===== config.mk =====
export PLATFORM = sky130hd
export DESIGN_NAME = retro_top
export DESIGN_NICKNAME = d
export VERILOG_FILES = /design/src/design/rv_pkg.sv /design/src/design/bus_arbiter.sv /design/src/design/byte_fetch.sv /design/src/design/load_store.sv /design/src/design/reg_file.sv /design/src/design/alu.sv /design/src/design/exec_core.sv /design/src/design/retro_top.sv
export SDC_FILE = /design/constraint.sdc
export NUM_CORES = 2
export LEC_CHECK = 0
export BUFFER_PORTS_ARGS = -buffer_cell sky130_fd_sc_hd__clkbuf_2
export CAP_MARGIN = 25
export CORE_UTILIZATION = 40
export DETAILED_ROUTE_END_ITERATION = 6
export MAX_ROUTING_LAYER = met4
export PLACE_DENSITY = 0.59
export SLEW_MARGIN = 30
export SYNTH_ARGS = -nofsm -noshare
export SYNTH_HDL_FRONTEND = slang
export SYNTH_HIERARCHICAL = 1
export SYNTH_SLANG_ARGS = --single-unit

===== constraint.sdc =====
create_clock -name clk -period 7.04 [get_ports clk]
set_clock_uncertainty 0.05 [all_clocks]
set_input_delay 1.056 -clock clk [delete_from_list [all_inputs] [get_ports clk]]
set_output_delay 1.056 -clock clk [all_outputs]
set_load 0.02 [all_outputs]

===== src/design/rv_pkg.sv =====
// ~~~~~~~~~~~~~~~~~~~~
// Shared types and constants for the byte-serial RV32I subset core.
// Every RTL file and the testbench pull these in with a wildcard import.
// ~~~~~~~~~~~~~~~~~~~~
package rv_pkg;

  localparam int addr_w  = 16;            // external bus address width
  localparam int reg_num = 32;            // general purpose registers

  typedef logic [addr_w-1:0] addr_t;
  typedef logic [7:0]        byte_t;
  typedef logic [31:0]       word_t;
  typedef logic [4:0]        reg_idx_t;

  localparam addr_t start_addr = 16'h0000;  // pc after reset

  // major opcodes
  localparam logic [6:0] opc_lui    = 7'b0110111;
  localparam logic [6:0] opc_op_imm = 7'b0010011;
  localparam logic [6:0] opc_op     = 7'b0110011;
  localparam logic [6:0] opc_branch = 7'b1100011;
  localparam logic [6:0] opc_load   = 7'b0000011;
  localparam logic [6:0] opc_store  = 7'b0100011;

  // funct3 for alu ops
  localparam logic [2:0] f3_add_sub = 3'b000;
  localparam logic [2:0] f3_sll     = 3'b001;
  localparam logic [2:0] f3_slt     = 3'b010;
  localparam logic [2:0] f3_sltu    = 3'b011;
  localparam logic [2:0] f3_xor     = 3'b100;
  localparam logic [2:0] f3_srl_sra = 3'b101;
  localparam logic [2:0] f3_or      = 3'b110;
  localparam logic [2:0] f3_and     = 3'b111;

  // funct3 for branches and memory
  localparam logic [2:0] f3_beq = 3'b000;
  localparam logic [2:0] f3_bne = 3'b001;
  localparam logic [2:0] f3_lb  = 3'b000;
  localparam logic [2:0] f3_lw  = 3'b010;
  localparam logic [2:0] f3_lbu = 3'b100;
  localparam logic [2:0] f3_sb  = 3'b000;
  localparam logic [2:0] f3_sw  = 3'b010;

  typedef enum logic [3:0] {
    alu_add, alu_sub, alu_and, alu_or, alu_xor,
    alu_slt, alu_sltu, alu_sll, alu_srl, alu_sra
  } alu_op_t;

  typedef enum logic [1:0] {mem_byte_s, mem_byte_u, mem_word} mem_size_t;

endpackage


===== src/design/bus_arbiter.sv =====
// ~~~~~~~~~~~~~~~~~~~~
// Shares the 8-bit memory bus between fetch and load/store.
// One byte per four-phase req/ack handshake, load/store has priority.
// ~~~~~~~~~~~~~~~~~~~~
`timescale 1ns/100ps
module bus_arbiter import rv_pkg::*; (
  input  logic  clk,
  input  logic  rst,
  input  logic  hold,
  input  logic  f_req,
  input  addr_t f_addr,
  output logic  f_ack,
  input  logic  m_req,
  input  addr_t m_addr,
  input  logic  m_we,
  input  byte_t m_wdata,
  output logic  m_ack,
  output byte_t rdata_q,
  output addr_t addr,
  output byte_t wdata,
  output logic  we,
  input  byte_t rdata
);
  typedef enum logic [1:0] {own_idle, own_fetch, own_mem} owner_t;

  owner_t owner;
  logic   f_xfer;
  logic   m_xfer;

  // byte cycle completes on the first free cycle of an unacked request
  assign f_xfer = !hold && owner == own_fetch && f_req && !f_ack;
  assign m_xfer = !hold && owner == own_mem && m_req && !m_ack;

  assign addr  = (owner == own_mem) ? m_addr : f_addr;
  assign wdata = m_wdata;
  assign we    = m_xfer && m_we;

  always_ff @(posedge clk) begin
    if (rst) begin
      owner <= own_idle;
      f_ack <= 1'b0;
      m_ack <= 1'b0;
    end else if (!hold) begin
      case (owner)
        own_idle: begin
          if (m_req) owner <= own_mem;       // load/store wins a tie
          else if (f_req) owner <= own_fetch;
        end
        own_fetch: begin
          if (f_xfer) f_ack <= 1'b1;
          else if (f_ack && !f_req) begin
            f_ack <= 1'b0;                   // bus freed when ack falls
            owner <= own_idle;
          end
        end
        own_mem: begin
          if (m_xfer) m_ack <= 1'b1;
          else if (m_ack && !m_req) begin
            m_ack <= 1'b0;
            owner <= own_idle;
          end
        end
        default: owner <= own_idle;
      endcase
    end
  end

  always_ff @(posedge clk) begin
    if (f_xfer || m_xfer) rdata_q <= rdata;  // byte read in completing cycle
  end

  // requesters only raise req again once their ack has fallen
  a_f_req_rise: assert property (@(posedge clk) disable iff (rst) $rose(f_req) |-> !f_ack);
  a_m_req_rise: assert property (@(posedge clk) disable iff (rst) $rose(m_req) |-> !m_ack);

endmodule


===== src/design/byte_fetch.sv =====
// ~~~~~~~~~~~~~~~~~~~~
// Instruction fetch. A fetch_start pulse reads four bytes from pc
// upward and returns the word with a one-cycle instr_valid pulse.
// ~~~~~~~~~~~~~~~~~~~~
`timescale 1ns/100ps
module byte_fetch import rv_pkg::*; (
  input  logic  clk,
  input  logic  rst,
  input  logic  fetch_start,
  input  addr_t pc,
  output word_t instr,
  output logic  instr_valid,
  output logic  f_req,
  output addr_t f_addr,
  input  logic  f_ack,
  input  byte_t rdata_q
);
  logic       busy;
  logic [1:0] cnt;     // byte index 0..3
  addr_t      base;

  assign f_addr = base + addr_t'(cnt);

  always_ff @(posedge clk) begin
    if (rst) begin
      busy        <= 1'b0;
      cnt         <= 2'd0;
      f_req       <= 1'b0;
      instr_valid <= 1'b0;
      base        <= start_addr;
    end else begin
      instr_valid <= 1'b0;
      if (!busy) begin
        if (fetch_start) begin
          busy  <= 1'b1;
          cnt   <= 2'd0;
          f_req <= 1'b1;
          base  <= pc;
        end
      end else if (f_req) begin
        if (f_ack) f_req <= 1'b0;        // byte taken, release req
      end else if (!f_ack) begin
        if (cnt == 2'd3) begin
          busy        <= 1'b0;
          instr_valid <= 1'b1;
        end else begin
          cnt   <= cnt + 2'd1;
          f_req <= 1'b1;
        end
      end
    end
  end

  // little endian, the first byte ends up in the low bits
  always_ff @(posedge clk) begin
    if (busy && f_req && f_ack) instr <= {rdata_q, instr[31:8]};
  end

endmodule


===== src/design/load_store.sv =====
// ~~~~~~~~~~~~~~~~~~~~
// Load/store unit. Runs one byte handshake for LB/LBU/SB and four for
// LW/SW at rising addresses, low byte first. mem_done pulses at the end
// and mem_rdata holds the extended load result after it.
// ~~~~~~~~~~~~~~~~~~~~
`timescale 1ns/100ps
module load_store import rv_pkg::*; (
  input  logic      clk,
  input  logic      rst,
  input  logic      mem_start,
  input  addr_t     mem_addr,
  input  mem_size_t mem_size,
  input  logic      mem_write,
  input  word_t     mem_wdata,
  output logic      mem_done,
  output word_t     mem_rdata,
  output logic      m_req,
  output addr_t     m_addr,
  output logic      m_we,
  output byte_t     m_wdata,
  input  logic      m_ack,
  input  byte_t     rdata_q
);
  logic       busy;
  logic       write_q;
  logic [1:0] cnt;
  logic [1:0] last;    // index of final byte
  mem_size_t  size_q;
  addr_t      base;
  word_t      wdata_q;
  word_t      data_q;

  assign last    = (size_q == mem_word) ? 2'd3 : 2'd0;
  assign m_addr  = base + addr_t'(cnt);
  assign m_we    = write_q;
  assign m_wdata = wdata_q[8*cnt +: 8];

  always_comb begin
    case (size_q)
      mem_byte_s: mem_rdata = {{24{data_q[7]}}, data_q[7:0]};
      mem_byte_u: mem_rdata = {24'b0, data_q[7:0]};
      default:    mem_rdata = data_q;
    endcase
  end

  always_ff @(posedge clk) begin
    if (rst) begin
      busy     <= 1'b0;
      write_q  <= 1'b0;
      cnt      <= 2'd0;
      m_req    <= 1'b0;
      mem_done <= 1'b0;
    end else begin
      mem_done <= 1'b0;
      if (!busy) begin
        if (mem_start) begin
          busy    <= 1'b1;
          write_q <= mem_write;
          cnt     <= 2'd0;
          m_req   <= 1'b1;
        end
      end else if (m_req) begin
        if (m_ack) m_req <= 1'b0;
      end else if (!m_ack) begin
        if (cnt == last) begin
          busy     <= 1'b0;
          mem_done <= 1'b1;
        end else begin
          cnt   <= cnt + 2'd1;
          m_req <= 1'b1;
        end
      end
    end
  end

  always_ff @(posedge clk) begin
    if (mem_start && !busy) begin
      base    <= mem_addr;
      size_q  <= mem_size;
      wdata_q <= mem_wdata;
    end
    if (busy && m_req && m_ack) data_q[8*cnt +: 8] <= rdata_q;
  end

  // core must wait for mem_done before the next access
  a_no_overlap: assert property (@(posedge clk) disable iff (rst) mem_start |-> !busy);

endmodule


===== src/design/reg_file.sv =====
// ~~~~~~~~~~~~~~~~~~~~
// 32 x 32 register file, two async read ports, one sync write port.
// ~~~~~~~~~~~~~~~~~~~~
`timescale 1ns/100ps
module reg_file import rv_pkg::*; (
  input  logic     clk,
  input  logic     rst,
  input  reg_idx_t rs1,
  input  reg_idx_t rs2,
  output word_t    rs1_data,
  output word_t    rs2_data,
  input  reg_idx_t rd,
  input  logic     rd_we,
  input  word_t    rd_data
);
  word_t regs [reg_num];

  assign rs1_data = regs[rs1];
  assign rs2_data = regs[rs2];

  always_ff @(posedge clk) begin
    if (rst) begin
      for (int i = 0; i < reg_num; i++) regs[i] <= '0;
    end else if (rd_we && rd != '0) begin
      regs[rd] <= rd_data;  // x0 stays zero
    end
  end

endmodule


===== src/design/alu.sv =====
// ~~~~~~~~~~~~~~~~~~~~
// Combinational ALU for the OP and OP-IMM groups.
// Shifts take the amount from the low 5 bits of alu_b.
// ~~~~~~~~~~~~~~~~~~~~
`timescale 1ns/100ps
module alu import rv_pkg::*; (
  input  word_t   alu_a,
  input  word_t   alu_b,
  input  alu_op_t alu_op,
  output word_t   alu_y
);
  logic [4:0] shamt;
  logic       lt_s;
  logic       lt_u;

  assign shamt = alu_b[4:0];
  assign lt_s  = $signed(alu_a) < $signed(alu_b);
  assign lt_u  = alu_a < alu_b;

  always_comb begin
    case (alu_op)
      alu_add:  alu_y = alu_a + alu_b;
      alu_sub:  alu_y = alu_a - alu_b;
      alu_and:  alu_y = alu_a & alu_b;
      alu_or:   alu_y = alu_a | alu_b;
      alu_xor:  alu_y = alu_a ^ alu_b;
      alu_slt:  alu_y = {31'b0, lt_s};
      alu_sltu: alu_y = {31'b0, lt_u};
      alu_sll:  alu_y = alu_a << shamt;
      alu_srl:  alu_y = alu_a >> shamt;
      alu_sra:  alu_y = $signed(alu_a) >>> shamt;  // sign fill
      default:  alu_y = '0;
    endcase
  end

endmodule


===== src/design/exec_core.sv =====
// ~~~~~~~~~~~~~~~~~~~~
// Control core. Steps fetch, execute, memory and writeback one
// instruction at a time, decodes fields and immediates, drives the
// register file, ALU and load/store unit, and keeps the pc.
// ~~~~~~~~~~~~~~~~~~~~
`timescale 1ns/100ps
module exec_core import rv_pkg::*; (
  input  logic      clk,
  input  logic      rst,
  output logic      fetch_start,
  output addr_t     pc,
  input  word_t     instr,
  input  logic      instr_valid,
  output reg_idx_t  rs1,
  output reg_idx_t  rs2,
  input  word_t     rs1_data,
  input  word_t     rs2_data,
  output reg_idx_t  rd,
  output logic      rd_we,
  output word_t     rd_data,
  output word_t     alu_a,
  output word_t     alu_b,
  output alu_op_t   alu_op,
  input  word_t     alu_y,
  output logic      mem_start,
  output addr_t     mem_addr,
  output mem_size_t mem_size,
  output logic      mem_write,
  output word_t     mem_wdata,
  input  logic      mem_done,
  input  word_t     mem_rdata
);
  typedef enum logic [2:0] {s_fetch, s_wait, s_exec, s_mem, s_wb} state_t;

  state_t     state;
  logic [6:0] opcode;
  logic [2:0] funct3;
  word_t      imm_i, imm_s, imm_b, imm_u;
  word_t      ea;
  logic       is_lui, is_opimm, is_op, is_load, is_store, taken;
  addr_t      pc_next;

  assign opcode = instr[6:0];
  assign funct3 = instr[14:12];
  assign rd     = instr[11:7];
  assign rs1    = instr[19:15];
  assign rs2    = instr[24:20];

  assign imm_i = {{20{instr[31]}}, instr[31:20]};
  assign imm_s = {{20{instr[31]}}, instr[31:25], instr[11:7]};
  assign imm_b = {{19{instr[31]}}, instr[31], instr[7], instr[30:25], instr[11:8], 1'b0};
  assign imm_u = {instr[31:12], 12'b0};

  assign is_lui   = opcode == opc_lui;
  assign is_opimm = opcode == opc_op_imm;
  assign is_op    = opcode == opc_op;
  assign is_load  = opcode == opc_load &&
                    (funct3 == f3_lb || funct3 == f3_lbu || funct3 == f3_lw);
  assign is_store = opcode == opc_store && (funct3 == f3_sb || funct3 == f3_sw);
  assign taken    = opcode == opc_branch &&
                    ((funct3 == f3_beq && rs1_data == rs2_data) ||
                     (funct3 == f3_bne && rs1_data != rs2_data));
  assign pc_next  = taken ? pc + imm_b[addr_w-1:0] : pc + addr_t'(4);

  // alu operand and op select
  assign alu_a = rs1_data;
  assign alu_b = is_op ? rs2_data : imm_i;
  always_comb begin
    case (funct3)
      f3_add_sub: alu_op = (is_op && instr[30]) ? alu_sub : alu_add;
      f3_sll:     alu_op = alu_sll;
      f3_slt:     alu_op = alu_slt;
      f3_sltu:    alu_op = alu_sltu;
      f3_xor:     alu_op = alu_xor;
      f3_srl_sra: alu_op = instr[30] ? alu_sra : alu_srl;  // srai too
      f3_or:      alu_op = alu_or;
      default:    alu_op = alu_and;
    endcase
  end

  // memory request
  assign ea        = rs1_data + (is_store ? imm_s : imm_i);
  assign mem_addr  = ea[addr_w-1:0];
  assign mem_write = is_store;
  assign mem_wdata = rs2_data;
  assign mem_start = state == s_exec && (is_load || is_store);
  always_comb begin
    if (funct3 == f3_lw) mem_size = mem_word;  // sw shares this code
    else if (funct3 == f3_lbu) mem_size = mem_byte_u;
    else mem_size = mem_byte_s;
  end

  assign fetch_start = state == s_fetch;
  assign rd_we   = (state == s_exec && (is_lui || is_opimm || is_op)) || state == s_wb;
  assign rd_data = (state == s_wb) ? mem_rdata : (is_lui ? imm_u : alu_y);

  always_ff @(posedge clk) begin
    if (rst) begin
      state <= s_fetch;
      pc    <= start_addr;
    end else begin
      case (state)
        s_fetch: state <= s_wait;
        s_wait:  if (instr_valid) state <= s_exec;
        s_exec: begin
          if (is_load || is_store) begin
            state <= s_mem;
          end else begin
            pc    <= pc_next;         // unknown opcodes fall through here
            state <= s_fetch;
          end
        end
        s_mem: begin
          if (mem_done) begin
            if (is_store) begin
              pc    <= pc_next;
              state <= s_fetch;
            end else begin
              state <= s_wb;
            end
          end
        end
        s_wb: begin
          pc    <= pc_next;
          state <= s_fetch;
        end
        default: state <= s_fetch;
      endcase
    end
  end

endmodule


===== src/design/retro_top.sv =====
// ~~~~~~~~~~~~~~~~~~~~
// Top level of the byte-bus RV32I subset core. Connect addr, wdata,
// we and rdata to a byte memory; hold stalls every bus cycle.
// ~~~~~~~~~~~~~~~~~~~~
`timescale 1ns/100ps
module retro_top import rv_pkg::*; (
  input  logic  clk,
  input  logic  rst,
  input  logic  hold,
  output addr_t addr,
  output byte_t wdata,
  output logic  we,
  input  byte_t rdata
);
  logic      fetch_start, instr_valid, rd_we, mem_start, mem_write, mem_done;
  logic      f_req, f_ack, m_req, m_we, m_ack;
  addr_t     pc, mem_addr, f_addr, m_addr;
  word_t     instr, rs1_data, rs2_data, rd_data, alu_a, alu_b, alu_y;
  word_t     mem_wdata, mem_rdata;
  reg_idx_t  rs1, rs2, rd;
  alu_op_t   alu_op;
  mem_size_t mem_size;
  byte_t     m_wdata, rdata_q;

  exec_core   core0  (.*);
  reg_file    regs0  (.*);
  alu         alu0   (.*);
  byte_fetch  fetch0 (.*);
  load_store  lsu0   (.*);
  bus_arbiter arb0   (.*);

endmodule


* Word-level counts from Yosys, hierarchy flattened
Memory sizes are Yosys's and may differ from the RTL's. A register that Yosys moved wholly into a read port is not among the register bits.
Index checks and enable logic that the tools add are counted.
** Storage, ports and cells
- Register bits :: 172
- RAM bits :: 1024
- Bits of input ports :: 11
- Output and inout port bits :: 25
- Logic and storage cells :: 231
- Memories kept :: 1
** Memories
- regs0.regs :: depth 32, bits a word 32, read ports 2, clocked after memory_dff 2, wr ports 32, RTL line reg_file.sv:16 : word_t regs [reg_num];
** Cells by class
- $add $sub $neg :: 10
- Magnitude comparators :: 2
- Equal/unequal tests :: 48
- Shifts and indexed selects :: 6
- Mux-type cells :: 76
- Bitwise gates (word level) :: 6
- Reductions and logical operators :: 61
** Operator list (count)
- $pmux W32 S10 :: 1
- $mux W32 :: 4
- $mux W16 :: 5
- $lt A32 B32 Y1 :: 2
- $pmux W32 S2 :: 1
- $pmux W16 S3 :: 1
- $mux W2 :: 18
- $mux W1 :: 35
- $neg A5 Y34 :: 1
- $shift A8 B34 Y32 const A :: 1
- $shiftx A8 B34 Y32 :: 1
- $add A16 B16 Y16 :: 2
- $add A16 B2 Y16 :: 2
- $add A32 B32 Y32 :: 1
- $and A32 B32 Y32 :: 1
- $bwmux W32 :: 1
- $eq A32 B32 Y1 :: 1
- $ne A32 B32 Y1 :: 1
- $or A32 B32 Y32 :: 1
- $reduce_or A32 Y1 :: 1
- $shiftx A32 B6 Y8 :: 1
- $shl A32 B5 Y32 :: 1
- $shr A32 B5 Y32 :: 1
- $sshr A32 B5 Y32 :: 1
- 41 further kinds :: 124

* Longest topological paths before layout
- Word-level depth :: 11
- Gate-level depth with buffers :: 29
- Depth with buffers taken out :: 21

* Cells and area by module
The synthesis kept the hierarchy.
** By module, submodules not included
- reg_file :: instances 1, cells an instance 4605, area an instance 56061.3 um^2, sequential area each 30749.5 um^2
- alu :: instances 1, cells an instance 1236, area an instance 8141.6 um^2, sequential area each 0.0 um^2
- exec_core :: instances 1, cells an instance 637, area an instance 4514.3 um^2, sequential area each 360.3 um^2
- load_store :: instances 1, cells an instance 247, area an instance 3844.9 um^2, sequential area each 2582.5 um^2
- byte_fetch :: instances 1, cells an instance 168, area an instance 2043.2 um^2, sequential area each 1381.3 um^2
- bus_arbiter :: instances 1, cells an instance 60, area an instance 750.7 um^2, sequential area each 320.3 um^2

* Least setup slack after synthesis
Ideal clock, no wire load.
- Path kind :: flip-flop to flip-flop
- From :: register fetch0.instr[21]
- To :: memory regs0/regs[10][30] (netlist name) (data pin)
- Library setup time :: 255 ps
- Arrival :: 5472 ps
- Required time :: 6735 ps
- Slack :: 1263 ps
- Stages on the path, launching flop included :: 30
- Path buffers :: 10
- Period minus slack after synthesis :: 5777 ps
- Cells stage by stage :: edfxtp_1 > buf_4 > buf_4 > buf_6 > buf_4 > buf_4 > mux2i_1 > nand2_1 > a31oi_1 > nand3_1 > mux2_2 > clkbuf_1 > inv_2 > buf_2 > buf_1 > ha_1 > buf_6 > a211oi_1 > o21a_1 > or3_1 > a211o_1 > a211oi_2 > o21ai_0 > a21oi_1 > mux2i_1 > o311ai_0 > mux2i_1 > o21ai_0 > clkbuf_1 > and2_1
** RTL lines
- start, declared :: RTL line byte_fetch.sv:11 : output word_t instr,
- start signal, assigned :: RTL line byte_fetch.sv:56 : if (busy && f_req && f_ack) instr <= {rdata_q, instr[31:8]};
- end, declared :: RTL line reg_file.sv:16

==> out/summary.txt <==
final setup fails: 17
FF-to-FF path depth: 21
Slew @ Worst Pin: 1.05 ns
count of final hold-check violations: 0
die area: 190000 sq um
Crit Path Category: reg2reg
f_max: 0.142 GHz
Most used DFF post-synth: edfxtp_1
dpl cells: 9221
CTS tree: yes
Vias/cell: 6.18
share of layout cells above drive strength 1: 12.5%
WP data required: 7.63 ns
Post-Synthesis Cell Area: 75400 sq um
CP startpoint kind: flop
gr ovfl total: 0
Int Power: 0.0121 W
max-cap violations: 0
critical path arrival: 7.66 ns
Clock Latency Late Sink: 0.79 ns
synthesis-to-finish area growth: 10.6%
Core ar.: 186000 sq um
P per Cell Area: 190 nW/um^2
Max-Slew Margin vs Limit: 30.2%
Core Util, Final: 44.8%
Clock power frac: 43.3%
clock sinks: 1195
Sw Ratio: 23.3%
Psw: 0.00370 W
Combinational Power Share: 5.4%
R2R Setup Slk: -0.02 ns
Iter 0 DRT Violations: 7635
Final Max Tran Viols: 0
CP endpoint kind: flop
Yosys cell types: 111
Hold Path End: arb0/rdata_q[4]
Final WS setup: -0.0217 ns
Synth async-reset ratio: 0%
clk slew on worst S/H paths: 0.06 ns
RSZ-0062 raised after global routing: no
Syn Inst Count: 6953
vias in the first global route: 55828
hold_ws: 0.397 ns
GRT Overall Usage: 31.2%
Chip Height: 436 um
Hold Crit Start: rdata[4]
WL/cell: 31.3 um
antenna-violating nets left: 0
WHS Path Cells: 1
first-pass GRT wire length: 416000 um
leak pwr: 33.5 nW
H-tree depth: 4
Flop pwr share: 51.2%
crit-path max FO: 31
initial core utilization: 40.5%
fin crit share: 100%
Routability Congestion: 0.992
port bufs: 35
Root Driver: clkbuf_16
CTS buffer count: 134
sequential area share after synthesis: 47.0%
syn avg cell area: 10.8 sq um
drt pass-1 iters: 6
Nets: 7033
post-DP HPWL: 195000 um
io pins: 36
Max IR drop VDD: 0.000275 V
failing checks: negative setup slack
worst hold path class: in2reg
via count: 58510
Post-synth EDFFs: 1146
yosys warns: 6
hold_buf cts: 0
outcome: finished, violations left
initial antenna violation count: 16
die width: 436 um
number of synthesized register bits: 1195
end of the worst register-to-register path: regs0/regs[3][18]
total wire length: 296000 um
Period minus WS final: 7.06 ns
Clock Path Buffers: 3
non-filler cells, final: 9468
DRC violations left: 0
reg2reg start: fetch0/instr[16]
standard-cell rows: 158
pin count of the biggest net entering global routing: 91
==> sequential cells by signal, indices dropped and copies added, names as in the netlist, 3 cells and up <==
| register | flops |
|---|---|
| core0/state | 3 |
| fetch0/base | 16 |
| core0/pc | 15 |
| fetch0/instr | 32 |
| lsu0/data_q | 32 |
| lsu0/wdata_q | 32 |
| lsu0/base | 16 |
| regs0/regs | 1024 |
| arb0/rdata_q | 8 |
==> cell families after synthesis <==
logic type                 synth area share, %
AOI/OAI and AO/OA                         11.0
xor gates and xnor gates                  1.30
adders and majority gates                 2.43
buffers and inverters                     5.51
DFF                                       47.0
muxes                                     16.3
other                                  0.00997
and+or+nand+nor                           16.5
==> routing by layer <==
layer  global-route usage (%)  share of wire [%]  vias up
met5                        -                  0        -
li1                         -                  -    25143
met1                     42.0                 42    29387
met3                     5.86                 10      642
met2                     45.6                 43     3338
met4                     13.6                5.1        0
==> synth_stat cells, drive strengths merged (19+ instances only) <==
| cell | instances | area [sq um] |
|---|---|---|
| xor2 | 44 | 385 |
| or2 | 40 | 250 |
| nor4 | 22 | 150 |
| buf | 344 | 2380 |
| nor2 | 247 | 1010 |
| mux2 | 39 | 439 |
| nand2 | 399 | 1500 |
| mux2i | 1105 | 11100 |
| o21ai | 180 | 905 |
| nor2b | 19 | 124 |
| edfxtp | 1146 | 34400 |
| and2 | 1035 | 6470 |
| nand2b | 34 | 213 |
| a31oi | 80 | 500 |
| ha | 137 | 1710 |
| a22oi | 216 | 1630 |
| a21oi | 365 | 1830 |
| and3 | 21 | 131 |
| a21o | 69 | 518 |
| clkbuf | 340 | 1330 |
| mux4 | 35 | 788 |
| a211oi | 36 | 285 |
| o211ai | 31 | 238 |
| nor3 | 115 | 586 |
| inv | 119 | 447 |
| dfxtp | 49 | 981 |
| xnor2 | 68 | 596 |
| nand3 | 244 | 1230 |
| or3 | 19 | 119 |
| a22o | 129 | 1140 |
==> power groups by stage <==
stage / logic, W / clock network [W] / registers, W
after CTS: 0.000846 / 0.00694 / 0.00810
after global routing: 0.000901 / 0.00720 / 0.00813
final: 0.000863 / 0.00687 / 0.00811
after floorplan: 0.000493 / 0 / 0.00821
after detailed placement: 0.000843 / 0 / 0.00825
after global placement: 0.000835 / 0 / 0.00824
==> cell type report <==
class                           instances  area [sq um]
Clock buffer                          180          3720
Clock inverter                         57           453
Multi-Input combinational cell       4984         36200
Tap cell                             2480          3100
Fill cell                           17340        103000
Timing Repair Buffer                  443          4050
Inverter                              121           454
Sequential cell                      1195         35400
Antenna cell                            8          20.0
==> critical path: stages (launching register included) <==
cell      delay (ns)
edfxtp_1        0.93
buf_12          0.32
buf_4           0.39
mux2i_1         0.14
a22o_1          0.27
nor3_1          0.52
a31oi_1         0.28
nand3_1         0.35
inv_1           0.09
ha_1            0.39
nor4_1          0.56
nand3_1         0.15
or3_1           0.43
nand3_1         0.18
nor2_1          0.06
nor2_1          0.13
xnor2_1         0.15
o221ai_1        0.52
mux2i_1         0.18
o21ai_2         0.37
buf_12          0.24
and2_1          0.15
==> how the worst max path moves through the flow <==
stage,cells past startpoint,start,to
floorplan,29,fetch0/instr[21],regs0/regs[10][30]
global placement,20,fetch0/instr[15],regs0/regs[2][27]
detailed placement,20,fetch0/instr[15],regs0/regs[6][27]
CTS,20,fetch0/instr[15],regs0/regs[6][27]
global route,23,fetch0/instr[22],regs0/regs[6][27]
finish,21,fetch0/instr[16],regs0/regs[3][18]
==> through the flow <==
| stage | TNS (ns) | power [W] | setup slack (ns) | cell area, sq um |
|---|---|---|---|---|
| after global routing | 0 | 0.0162 | 0.0360 | 83400 |
| after detailed placement | 0 | 0.00910 | 0.213 | 79200 |
| after CTS | 0 | 0.0159 | 0.165 | 83300 |
| after floorplan | 0 | 0.00871 | 1.26 | 75500 |
| final | -0.177 | 0.0158 | -0.0217 | 83400 |
| after global placement | 0 | 0.00907 | 0.116 | 79100 |
==> layout by cell type (no fill, tap or decap), types with 15 or more instances in the layout <==
| master | count |
|---|---|
| o21ai_0 | 144 |
| and3_1 | 21 |
| clkinv_1 | 29 |
| nor3_1 | 112 |
| nand4_1 | 18 |
| o221ai_1 | 15 |
| clkbuf_2 | 34 |
| or2_2 | 36 |
| o21bai_1 | 18 |
| nand2_1 | 398 |
| and2_1 | 1033 |
| nor2_1 | 213 |
| a211oi_1 | 33 |
| nor4_1 | 20 |
| dfxtp_1 | 49 |
| a22oi_1 | 215 |
| a22o_1 | 128 |
| o211ai_1 | 30 |
| a31oi_1 | 80 |
| nand2b_1 | 30 |
| xor2_1 | 44 |
| o21ai_2 | 33 |
| buf_12 | 63 |
| buf_4 | 345 |
| conb_1 | 33 |
| ha_1 | 136 |
| mux4_2 | 35 |
| edfxtp_1 | 1146 |
| a21o_1 | 69 |
| clkbuf_16 | 142 |
| clkbuf_1 | 36 |
| nor2_2 | 25 |
| xnor2_1 | 68 |
| o21a_1 | 16 |
| mux2i_1 | 1104 |
| inv_1 | 116 |
| nand3_1 | 241 |
| a21oi_1 | 363 |
| or3_1 | 17 |
| mux2_2 | 38 |
==> what timing repair did <==
action	in CTS	in global routing
setup endpoints to repair	0	31
buffers inserted	0	2
gates resized for setup	0	4
hold endpoints to repair	0	0
Note: power is estimated with default switching activity, not from simulation.
